==> src/verilog/fetch_pkg.sv <==
package fetch_pkg;

	// First instruction fetched after reset
	localparam logic [31:0] reset_vector = 32'h0000_0100;

	// Default number of cache lines, one word per line
	localparam int icache_lines = 16;

	// Width of an integer register index
	localparam int reg_index_w = 5;

	// Full encodings of the system words that stall fetch
	localparam logic [31:0] ecall_word = 32'h0000_0073;
	localparam logic [31:0] wfi_word = 32'h1050_0073;
	localparam logic [31:0] mret_word = 32'h3020_0073;

	// RV32I major opcodes, bits [6:0] of the instruction
	typedef enum logic [6:0] {
		opc_load = 7'b0000011,
		opc_store = 7'b0100011,
		opc_branch = 7'b1100011,
		opc_jal = 7'b1101111,
		opc_jalr = 7'b1100111,
		opc_op_imm = 7'b0010011,
		opc_op = 7'b0110011,
		opc_lui = 7'b0110111,
		opc_auipc = 7'b0010111,
		opc_system = 7'b1110011,
		opc_misc_mem = 7'b0001111
	} opcode_t;

	// Control-flow class of a fetched word
	typedef enum logic [1:0] {
		// Fetch simply continues at pc + 4
		class_sequential = 2'd0,
		// Branch, jal, jalr and mret wait for the jump target
		class_wait_jump = 2'd1,
		// Ecall and wfi wait for an interrupt
		class_wait_irq = 2'd2
	} inst_class_t;

	// Fetch FSM states
	typedef enum logic [1:0] {
		state_wait_icache = 2'd0,
		state_wait_jump = 2'd1,
		state_wait_irq = 2'd2
	} fetch_state_t;

endpackage

==> src/verilog/icache.sv <==
`timescale 1ns/1ps

module icache #(
	parameter int lines = fetch_pkg::icache_lines
)(
	input logic i_clock,
	input logic i_reset,

	// Lookup
	input logic [31:0] i_pc,
	output logic [31:0] o_rdata,
	output logic o_ready,

	// Refill bus
	output logic o_bus_request,
	output logic [31:0] o_bus_address,
	input logic i_bus_ready,
	input logic [31:0] i_bus_rdata,

	// Statistics
	output logic [31:0] o_hit_count,
	output logic [31:0] o_miss_count
);

	localparam int index_w = $clog2(lines);
	localparam int tag_w = 30 - index_w;

	// Line storage
	logic [lines-1:0] valid;
	logic [tag_w-1:0] tag_array [lines];
	logic [31:0] data_array [lines];

	// Refill in flight and the word address it was started for
	logic refilling;
	logic [31:0] refill_address;

	logic [index_w-1:0] pc_index;
	logic [tag_w-1:0] pc_tag;
	logic [index_w-1:0] refill_index;
	logic [tag_w-1:0] refill_tag;
	logic start_refill;

	assign pc_index = i_pc[2 +: index_w];
	assign pc_tag = i_pc[31:2+index_w];
	assign refill_index = refill_address[2 +: index_w];
	assign refill_tag = refill_address[31:2+index_w];

	// Combinational lookup
	assign o_ready = valid[pc_index] && (tag_array[pc_index] == pc_tag);
	assign o_rdata = data_array[pc_index];

	// A new refill only starts once the previous one has returned
	assign start_refill = !o_ready && !refilling;

	assign o_bus_request = refilling;
	assign o_bus_address = refill_address;

	always_ff @(posedge i_clock) begin
		if (i_reset) begin
			refilling <= 1'b0;
			valid <= '0;
			o_hit_count <= '0;
			o_miss_count <= '0;
		end
		else begin
			if (o_ready) begin
				o_hit_count <= o_hit_count + 32'd1;
			end

			if (refilling) begin
				// Hold request and address until the bus answers
				if (i_bus_ready) begin
					refilling <= 1'b0;
					valid[refill_index] <= 1'b1;
				end
			end
			else if (start_refill) begin
				refilling <= 1'b1;
				o_miss_count <= o_miss_count + 32'd1;
			end
		end
	end

	// Miss address is latched so a moving pc does not disturb the refill
	always_ff @(posedge i_clock) begin
		if (start_refill) begin
			refill_address <= {i_pc[31:2], 2'b00};
		end
	end

	// Tag and data written with the returning bus word
	always_ff @(posedge i_clock) begin
		if (refilling && i_bus_ready) begin
			tag_array[refill_index] <= refill_tag;
			data_array[refill_index] <= i_bus_rdata;
		end
	end

endmodule

==> src/verilog/fetch_predecode.sv <==
`timescale 1ns/1ps

module fetch_predecode (
	input logic [31:0] i_instruction,
	output logic [fetch_pkg::reg_index_w-1:0] o_rs1,
	output logic [fetch_pkg::reg_index_w-1:0] o_rs2,
	output logic [fetch_pkg::reg_index_w-1:0] o_rd,
	output fetch_pkg::inst_class_t o_class
);

	import fetch_pkg::*;

	// Encoding formats; fmt_none carries no register fields
	typedef enum logic [2:0] {
		fmt_r,
		fmt_i,
		fmt_s,
		fmt_b,
		fmt_u,
		fmt_j,
		fmt_none
	} format_t;

	opcode_t opcode;
	format_t format;
	logic [2:0] funct3;
	logic use_rs1;
	logic use_rs2;
	logic use_rd;

	assign opcode = opcode_t'(i_instruction[6:0]);
	assign funct3 = i_instruction[14:12];

	always_comb begin
		case (opcode)
			opc_load, opc_jalr, opc_op_imm: format = fmt_i;
			opc_store: format = fmt_s;
			opc_branch: format = fmt_b;
			opc_jal: format = fmt_j;
			opc_op: format = fmt_r;
			opc_lui, opc_auipc: format = fmt_u;
			// CSR accesses behave like I-type, ecall/wfi/mret use nothing
			opc_system: format = (funct3 != 3'b000) ? fmt_i : fmt_none;
			default: format = fmt_none;
		endcase
	end

	assign use_rs1 = format inside {fmt_r, fmt_i, fmt_s, fmt_b};
	assign use_rs2 = format inside {fmt_r, fmt_s, fmt_b};
	assign use_rd = format inside {fmt_r, fmt_i, fmt_u, fmt_j};

	// Unused fields read as x0
	assign o_rs1 = use_rs1 ? i_instruction[19:15] : '0;
	assign o_rs2 = use_rs2 ? i_instruction[24:20] : '0;
	assign o_rd = use_rd ? i_instruction[11:7] : '0;

	always_comb begin
		case (opcode)
			opc_branch, opc_jal, opc_jalr: o_class = class_wait_jump;
			opc_system: begin
				if (i_instruction == mret_word) begin
					o_class = class_wait_jump;
				end
				else if (i_instruction == ecall_word || i_instruction == wfi_word) begin
					o_class = class_wait_irq;
				end
				else begin
					o_class = class_sequential;
				end
			end
			default: o_class = class_sequential;
		endcase
	end

endmodule

==> src/verilog/fetch_unit.sv <==
`timescale 1ns/1ps

module fetch_unit (
	input logic i_clock,
	input logic i_reset,

	// Jump target from the pipeline
	input logic i_jump,
	input logic [31:0] i_jump_pc,

	// Interrupt
	input logic i_irq_pending,
	input logic [31:0] i_irq_pc,
	output logic o_irq_dispatched,
	output logic [31:0] o_irq_epc,

	// Cache lookup
	output logic [31:0] o_pc,
	input logic [31:0] i_cache_rdata,
	input logic i_cache_ready,

	// Predecode results for the word at o_pc
	input logic [fetch_pkg::reg_index_w-1:0] i_rs1,
	input logic [fetch_pkg::reg_index_w-1:0] i_rs2,
	input logic [fetch_pkg::reg_index_w-1:0] i_rd,
	input fetch_pkg::inst_class_t i_class,

	// Pipeline output
	input logic i_busy,
	output logic o_data_strobe,
	output logic [31:0] o_data_pc,
	output logic [31:0] o_data_instruction,
	output logic [fetch_pkg::reg_index_w-1:0] o_data_rs1,
	output logic [fetch_pkg::reg_index_w-1:0] o_data_rs2,
	output logic [fetch_pkg::reg_index_w-1:0] o_data_rd
);

	import fetch_pkg::*;

	fetch_state_t state;
	logic [31:0] pc;
	logic irq_pending_r;

	logic irq_sampled;
	logic dispatch;
	logic deliver;

	assign o_pc = pc;

	// Pending line only watched while fetching or parked on ecall/wfi
	assign irq_sampled = (state == state_wait_icache) || (state == state_wait_irq);
	assign dispatch = irq_sampled && i_irq_pending && !irq_pending_r;

	// Interrupt wins over a delivery in the same cycle
	assign deliver = (state == state_wait_icache) && !dispatch && i_cache_ready && !i_busy;

	always_ff @(posedge i_clock) begin
		if (i_reset) begin
			state <= state_wait_icache;
			pc <= reset_vector;
			irq_pending_r <= 1'b0;
			o_irq_dispatched <= 1'b0;
			o_data_strobe <= 1'b0;
		end
		else begin
			o_irq_dispatched <= dispatch;

			if (irq_sampled) begin
				irq_pending_r <= i_irq_pending;
			end

			case (state)
				state_wait_icache: begin
					if (dispatch) begin
						pc <= i_irq_pc;
					end
					else if (deliver) begin
						o_data_strobe <= ~o_data_strobe;
						pc <= pc + 32'd4;

						// Control flow parks fetch until the pipeline resolves it
						if (i_class == class_wait_jump) begin
							state <= state_wait_jump;
						end
						else if (i_class == class_wait_irq) begin
							state <= state_wait_irq;
						end
					end
				end

				state_wait_jump: begin
					if (i_jump) begin
						pc <= i_jump_pc;
						state <= state_wait_icache;
					end
				end

				state_wait_irq: begin
					if (dispatch) begin
						pc <= i_irq_pc;
						state <= state_wait_icache;
					end
				end

				default: begin
					state <= state_wait_icache;
				end
			endcase
		end
	end

	// Payload registers follow the strobe and dispatch events
	always_ff @(posedge i_clock) begin
		if (dispatch) begin
			// Return address is the first word not yet delivered
			o_irq_epc <= pc;
		end

		if (deliver) begin
			o_data_pc <= pc;
			o_data_instruction <= i_cache_rdata;
			o_data_rs1 <= i_rs1;
			o_data_rs2 <= i_rs2;
			o_data_rd <= i_rd;
		end
	end

endmodule

==> src/verilog/fetch_top.sv <==
`timescale 1ns/1ps

module fetch_top (
	input logic i_clock,
	input logic i_reset,

	// Control
	input logic i_jump,
	input logic [31:0] i_jump_pc,

	// Interrupt
	input logic i_irq_pending,
	input logic [31:0] i_irq_pc,
	output logic o_irq_dispatched,
	output logic [31:0] o_irq_epc,

	// Memory bus
	output logic o_bus_request,
	output logic [31:0] o_bus_address,
	input logic i_bus_ready,
	input logic [31:0] i_bus_rdata,

	// Pipeline output
	input logic i_busy,
	output logic o_data_strobe,
	output logic [31:0] o_data_pc,
	output logic [31:0] o_data_instruction,
	output logic [fetch_pkg::reg_index_w-1:0] o_data_rs1,
	output logic [fetch_pkg::reg_index_w-1:0] o_data_rs2,
	output logic [fetch_pkg::reg_index_w-1:0] o_data_rd,

	// Cache statistics
	output logic [31:0] o_hit_count,
	output logic [31:0] o_miss_count
);

	import fetch_pkg::*;

	logic [31:0] pc;
	logic [31:0] cache_rdata;
	logic cache_ready;
	logic [reg_index_w-1:0] rs1;
	logic [reg_index_w-1:0] rs2;
	logic [reg_index_w-1:0] rd;
	inst_class_t inst_class;

	icache #(
		.lines(icache_lines)
	) u_icache (
		.i_clock(i_clock),
		.i_reset(i_reset),
		.i_pc(pc),
		.o_rdata(cache_rdata),
		.o_ready(cache_ready),
		.o_bus_request(o_bus_request),
		.o_bus_address(o_bus_address),
		.i_bus_ready(i_bus_ready),
		.i_bus_rdata(i_bus_rdata),
		.o_hit_count(o_hit_count),
		.o_miss_count(o_miss_count)
	);

	// Decodes the word currently presented by the cache
	fetch_predecode u_predecode (
		.i_instruction(cache_rdata),
		.o_rs1(rs1),
		.o_rs2(rs2),
		.o_rd(rd),
		.o_class(inst_class)
	);

	fetch_unit u_fetch (
		.i_clock(i_clock),
		.i_reset(i_reset),
		.i_jump(i_jump),
		.i_jump_pc(i_jump_pc),
		.i_irq_pending(i_irq_pending),
		.i_irq_pc(i_irq_pc),
		.o_irq_dispatched(o_irq_dispatched),
		.o_irq_epc(o_irq_epc),
		.o_pc(pc),
		.i_cache_rdata(cache_rdata),
		.i_cache_ready(cache_ready),
		.i_rs1(rs1),
		.i_rs2(rs2),
		.i_rd(rd),
		.i_class(inst_class),
		.i_busy(i_busy),
		.o_data_strobe(o_data_strobe),
		.o_data_pc(o_data_pc),
		.o_data_instruction(o_data_instruction),
		.o_data_rs1(o_data_rs1),
		.o_data_rs2(o_data_rs2),
		.o_data_rd(o_data_rd)
	);

endmodule

==> config.mk <==
export PLATFORM = sky130hd
export DESIGN_NAME = fetch_top
export DESIGN_NICKNAME = d
export VERILOG_FILES = /design/src/verilog/fetch_pkg.sv /design/src/verilog/icache.sv /design/src/verilog/fetch_predecode.sv /design/src/verilog/fetch_unit.sv /design/src/verilog/fetch_top.sv
export SDC_FILE = /design/constraint.sdc
export NUM_CORES = 1
export LEC_CHECK = 0
export BUFFER_PORTS_ARGS = -buffer_cell sky130_fd_sc_hd__buf_4
export CORE_MARGIN = 4
export CORE_UTILIZATION = 30
export CTS_CLUSTER_SIZE = 25
export DETAILED_ROUTE_END_ITERATION = 8
export PLACE_DENSITY = 0.54
export SLEW_MARGIN = 20
export SYNTH_ARGS = -nofsm -noshare
export SYNTH_HDL_FRONTEND = slang
export SYNTH_SLANG_ARGS = --single-unit
==> constraint.sdc <==
create_clock -name i_clock -period 5.9 [get_ports i_clock]
set_input_delay 1.18 -clock i_clock [delete_from_list [all_inputs] [get_ports i_clock]]
set_output_delay 1.18 -clock i_clock [all_outputs]
set_load 0.03 [all_outputs]
==> run metrics, run 1 <==
Slew @ Worst Pin 1140 ps; Synth top area share 67.7%; Synth async-reset ratio 0%; CP delay by family, top simple AND/OR/NAND/NOR gates; CP arrival 5740 ps; # DRC 0; nets 3086; setup_tns 0 ps; Tmin final 5070 ps; Vias 26300; Die W 406 µm; Synth Cell Area 0.0474 mm²; Post-CTS Hold Fix Bufs 0; Clock Root Buffer clkbuf_16; Final Hold Fails 0; Die Area 0.164 mm²; initial antenna violation count 11; crit share post-route 85.9%; final setup fails 0; CP most frequent cell mux4_2; Core ar. 0.157 mm²; HP Class reg2reg; RR Endpoint u_fetch.state[1]; routability congestion estimate from global placement 0.794; Setup crit end kind register; Hold Path Depth 2; R2R depth 11; Yosys cell types 76; post-CTS setup buffers 0; clk buf depth 3; clk_skew 36.3 ps; fin. max-slew vios 0; io pins 312; clock latency on the worst-skew pair 740 ps; critical path buffer and inverter count 1; max_cap viols 0; Peak VDD IR 0.238 mV; EDFF count, synth 1069; sequential area share after synthesis 72.8%; Post-synth top cells edfxtp_1, mux4_2, dfxtp_1, a21oi_1, nor2_1; Synth area leaders edfxtp_1, mux4_2, dfxtp_1; P&R area growth vs syn 19.4%; worst-path fanout max 30; fraction of layout cells with a size suffix above 1 28.2%; fmax 197 MHz; Clock transition at path regs 60 ps; pre-CTS WS 670 ps; Port Buffers 309; largest net degree at the start of global routing 89; count leader, synth edfxtp_1; first-pass GRT wire length 191000 µm; RSZ-0062 raised after global routing no; vias in the first global route 25900; kind of critical path reg2reg; PnR worst setup slack 831 ps; WP data required 6570 ps; synthesized flop and latch total 1191; Initial Util 30.3%; CTS Sinks 1191; Die Ht 406 µm; highest-delay cell along the critical path dfxtp_4; Max H-tree Level 3; Power Density 376 mW/mm²; FF-to-FF setup slack 830 ps; Power Total 21300 µW; Max-slew headroom 23.5%; Hold EP u_fetch.irq_pending_r; Syn Inst Count 2612; post-CTS sizing 0; Total GRT Usage 16.0%; yosys synthesis warning count 0; drt wl/cell 26.2 µm; remaining antenna violation count 0; CTS tree built; DRT Wirelength 134000 µm; Max stage delay on crit path 780 ps; drt initial violations 2415; Synth Flop Type edfxtp_1; # rows 145; Post-Syn Area per Cell 18.2 µm²; Pleak 0.0180 µW; post-DR vias/cell 5.12; status completed; worst-path cell chain buf_12 > mux4_2 > mux4_2 > nor4_1 > nand4_1 > nor3_1 > nand3_1 > ha_1 > or3_1 > o31ai_4 > mux2i_1; hold wc startpoint u_fetch.irq_pending_r; Pre-antenna DRT Iters 5; grt ovf 0; Post-DP HPWL 82300 µm; critical path startpoint category register; Final Util 36.2%; TritonCTS buffer count 119; Synth area leader edfxtp_1
## routing by layer
metal	global-route usage (%)	up-vias	wire [µm]	part of all wire, %
li1	-	11400	-	-
met1	22.1	13700	57700	43
met2	25.3	1013	62800	47
met3	4.09	161	10800	8.0
met4	3.86	4	3110	2.3
met5	0	-	27	0.020
## tightest hold or removal path, cell delays in order, from the launching register on
cell     delay (ps)
dfxtp_1         310
nand2_1          50
a21oi_1          50
## cell families after synthesis
family                   share of synthesized area, %
AO/OA/AOI/OAI                                    4.24
XOR/XNOR                                        0.997
adder cells (fa/ha/maj)                         0.211
buffers and inverters                            1.84
flip-flops                                       72.8
multiplexers                                     14.3
other                                         0.00791
AND/OR/NAND/NOR                                  5.57
## sequential cells by signal, indices dropped and copies added, names as in the netlist, named ones only
register	cells
u_icache.o_hit_count	32
u_fetch.o_data_rd	5
u_fetch.state	2
u_icache.data_array	512
u_fetch.o_data_strobe	1
u_icache.o_miss_count	32
u_fetch.o_pc	32
u_fetch.o_irq_epc	32
u_fetch.o_data_pc	32
u_fetch.o_data_instruction	32
u_icache.tag_array	416
u_fetch.o_data_rs1	5
u_fetch.o_data_rs2	5
u_icache.o_bus_request	1
u_fetch.o_irq_dispatched	1
u_fetch.irq_pending_r	1
u_icache.valid	16
u_icache.o_bus_address	30
## cells in the final DEF (no fill, tap or decap), types with 24 or more instances in the layout
cell type / synthesis / final
a21oi_1: 115 / 115
a221oi_1: 25 / 25
buf_4: 13 / 375
clkbuf_1: 81 / 24
clkbuf_16: 0 / 127
clkinv_1: 1 / 28
dfxtp_1: 122 / 118
edfxtp_1: 1069 / 1069
inv_1: 34 / 32
mux2_2: 25 / 25
mux2i_1: 97 / 97
mux4_2: 240 / 240
nand2_1: 75 / 75
nand3_1: 70 / 70
nand4_1: 29 / 29
nor2_1: 110 / 98
nor2b_1: 27 / 27
nor3_1: 31 / 27
o21ai_0: 40 / 40
o31ai_1: 31 / 31
or4_1: 29 / 29
xnor2_1: 37 / 37
## metrics by stage
step | cells | instance area (µm²) | hold slack, ps
floorplan | 2613 | 47400 | 426
global placement | 4912 | 52600 | 435
detailed placement | 4913 | 52600 | 446
CTS | 5134 | 56600 | 455
global route | 5135 | 56600 | 468
finish | 5141 | 56600 | 458
## worst max-delay path by stage
| stage | startpoint | endpoint | cells past startpoint |
|---|---|---|---|
| floorplan | register | u_fetch.o_data_instruction[0] | 11 |
| global placement | register | u_fetch.state[1] | 11 |
| detailed placement | register | u_fetch.state[1] | 11 |
| CTS | register | u_fetch.state[1] | 11 |
| global route | register | u_fetch.state[1] | 11 |
| finish | register | u_fetch.state[1] | 11 |
## layout make-up
type	count	area [µm²]
fill	14600	100000
sequential	1191	34600
multi-input combinational	1235	12200
clock buffer	151	3270
timing repair buffer	394	3200
tap	2058	2570
clock inverter	70	693
inverter	35	133
antenna	7	17.5
## power breakdown
| group | switching [µW] | internal [µW] |
|---|---|---|
| sequential | 479 | 9630 |
| combinational | 1990 | 1520 |
| clock | 3230 | 4430 |
| total | 5690 | 15600 |
No activity file was read; power rests on OpenSTA's default activity.
==> inputs of run 2 (changes only) <==
ABC_AREA = 1   (was default)
==> run metrics, run 2 <==
status completed; Synth Flop Type edfxtp_1; Yosys cell types 52 (-32%); Clock Root Buffer clkbuf_16; Pre-antenna DRT Iters 6 (+1); Pleak 0.0206 µW (+15%); main combinational cell family by area after synthesis simple AND/OR/NAND/NOR gates; CP most frequent cell nand2_1; Synth area leader edfxtp_1; Setup crit end kind register; R2R depth 19 (+8); Vias 34600 (+32%); Die Area 0.173 mm² (+4.9%); post-CTS setup buffers 0 (unchanged); Die Ht 415 µm (+2.4%); routability congestion estimate from global placement 0.893 (+12%); Net Sw Frac 24.6% (-2.1 points); met2 Use GR 29.2% (+3.9 points); internal power 14200 µW (-8.9%); GR Util met3 3.01% (-1.1 points); P&R area growth vs syn 17.3%; count leader, synth edfxtp_1; CTS Sinks 1191 (unchanged); post-DR vias/cell 4.99 (-2.6%); kind of critical path reg2reg; Clock transition at path regs 60 ps (about the same); CP Depth 19 (+8); Syn Inst Count 4396 (+68%); drt initial violations 3344 (+38%); Final Hold Fails 0 (unchanged); CP arrival 5170 ps (-570 ps); Synth Cell Area 0.0498 mm² (+5.0%); RSZ-0062 raised after global routing no; Clock Power Share 40.5% (+4.5 points); Adder-Cell Fraction of Synth Area 0.201% (-0.010 points); Final Util 35.4% (-0.74 points); FF-to-FF setup slack 1320 ps (+490 ps); commonest non-fill, non-tap cell in the layout edfxtp_1; Psw 4630 µW (-19%); Die W 415 µm (+2.4%); Power Total 18800 µW (-11%); Post-DP HPWL 90100 µm (+9.4%); initial antenna violation count 8 (-3); Synth async-reset ratio 0% (unchanged); XOR/XNOR Fraction of Synth Area 1.14% (+0.15 points); crit share post-route 77.6% (-8.3 points); Peak VDD IR 0.251 mV (+5.4%); critical path buffer and inverter count 2 (+1); post-CTS sizing 0 (unchanged); final setup fails 0 (unchanged); Synth area leaders edfxtp_1, nand2_1, dfxtp_1; Tmin final 4580 ps (-488 ps); post-synthesis mux area share 0.0603% (-14 points); pre-CTS WS 1260 ps (+585 ps); Synth top area share 64.5% (-3.2 points); sequential area share after synthesis 69.4% (-3.5 points); CP delay by family, top simple AND/OR/NAND/NOR gates; TritonCTS buffer count 121 (+1.7%); synthesized flop and latch total 1191 (unchanged); max_cap viols 0 (unchanged); # DRC 0 (unchanged); worst-path cell chain inv_8 > buf_12 > o21ai_0 > o221ai_1 > nand3_1 > nand2_1 > nand2_1 > nor2_1 > nand2_1 > nor2_1 > nand4_1 > nor2_1 > nand4_1 > ha_1 > o21a_1 > nor2_1 > nand2_1 > nand2_1 > a21oi_1; # rows 149 (+2.8%); gr busiest metal met2; Slew @ Worst Pin 1100 ps (-44.3 ps); largest net degree at the start of global routing 155 (+74%); EDFF count, synth 1069 (unchanged); grt ovf 0 (unchanged); yosys synthesis warning count 0 (unchanged); largest reg by FF count u_icache.data_array; max reg flops 512 (unchanged); highest-delay cell along the critical path inv_8; Total GRT Usage 17.5% (+1.5 points); CTS tree built; remaining antenna violation count 0 (unchanged); Core ar. 0.165 mm² (+5.4%); fraction of layout cells with a size suffix above 1 12.5% (-16 points); Synth Area in Simple Gates 15.7% (+10 points); Power Density 322 mW/mm² (-14%); drt wl/cell 22.4 µm (-14%); Post-Syn Area per Cell 11.3 µm² (-38%); first-pass GRT wire length 229000 µm (+20%); HP Class reg2reg; Post-synth top cells edfxtp_1, nand2_1, nor2_1, o21ai_0, nand3_1; nets 4758 (+54%); Max-slew headroom 26.5% (+3.0 points); vias in the first global route 33500 (+29%); Compound-Gate Fraction of Synth Area 8.79% (+4.5 points); Reg power frac 50.9% (+3.4 points); Max stage delay on crit path 670 ps (-110 ps); Critical Path Sink u_fetch.state[0]; M1 GR Usage 23.4% (+1.4 points); Port Buffers 309 (unchanged); RR Endpoint u_fetch.state[0]; Initial Util 30.2% (-0.10 points); DRT Wirelength 156000 µm (+16%); PnR worst setup slack 1320 ps (+488 ps); clk buf depth 3 (unchanged); clk_skew 38.5 ps (+2.24 ps); critical path startpoint category register; worst-path fanout max 138 (+360%); Max H-tree Level 3 (unchanged); fin. max-slew vios 0 (unchanged); setup_tns 0 ps (unchanged); clock latency on the worst-skew pair 730 ps (about the same); commonest non-fill, non-tap cells in the layout edfxtp_1, nand2_1, nor2_1; fmax 218 MHz (+11%); Post-CTS Hold Fix Bufs 0 (unchanged); io pins 312 (unchanged); WP data required 6490 ps (-80 ps); combinational power share 8.6% (-7.9 points); Largest regs u_icache.data_array (512), u_icache.tag_array (416)
-- run 2: changes by cell type after synthesis, moves of 29 or more --
cell      change
buf_2        +37
or4_1        -29
nand2_1     +731
o221ai_1     +98
mux4_2      -240
o211ai_1     +51
nor2_1      +492
mux2i_1      -94
inv_1       +228
o21ai_0     +331
o31ai_1      -31
a21oi_1      -32
xor2_1       +34
nand3_1     +276
-- run 2: worst min-delay path by stage --
| stage | start | endpoint | cells past startpoint |
|---|---|---|---|
| 2_1_floorplan | u_fetch.o_pc[0] | u_fetch.o_data_pc[0] | 0 |
| 3_3_place_gp | u_icache.valid[0] | u_icache.valid[0] | 1 |
| 3_5_place_dp | u_icache.valid[3] | u_icache.valid[3] | 1 |
| 4_1_cts | u_icache.valid[3] | u_icache.valid[3] | 1 |
| 5_1_grt | u_icache.valid[12] | u_icache.valid[12] | 1 |
| 6_report | u_icache.valid[4] | u_icache.valid[4] | 1 |
-- run 2: layout make-up --
| cell class | instances | area [µm²] |
|---|---|---|
| Sequential cell | 1191 | 34600 |
| Clock buffer | 149 | 3160 |
| Antenna cell | 6 | 15.0 |
| Multi-Input combinational cell | 2691 | 13100 |
| Clock inverter | 77 | 742 |
| Fill cell | 16100 | 107000 |
| Timing Repair Buffer | 374 | 3120 |
| Tap cell | 2189 | 2740 |
| Inverter | 269 | 1030 |
-- run 2: cells by family (layout without fill, tap and decap cells) --
kind of cell,count (synthesis),in the layout
flip-flops,1191,1191
adder cells (fa/ha/maj),8,8
multiplexers,3,3
AO/OA/AOI/OAI,721,721
AND/OR/NAND/NOR,1892,1892
other,1,8
XOR/XNOR,65,65
buffers and inverters,515,869
-- run 2: metal layers --
layer	part of all wire (%)	routed length [µm]	up-vias
met1	43	66700	17300
met4	2.3	3600	0
met5	0	0	-
li1	-	-	16100
met2	49	75700	1123
met3	6.4	9910	190
-- run 2: per-stage QoR --
step	hold WS [ps]	area, µm²	cells
after global routing	476	58400	6944
final	460	58400	6946
after global placement	441	54500	6712
after detailed placement	449	54500	6713
after floorplan	426	49800	4397
after CTS	463	58400	6939
-- run 2: power groups by stage --
stage	Sequential [µW]	Clock (µW)	Combinational [µW]
2_1_floorplan	9710	0	967
3_3_place_gp	9750	0	1610
3_5_place_dp	9760	0	1620
4_1_cts	9580	7800	1630
5_1_grt	9590	8160	1780
6_report	9570	7630	1620
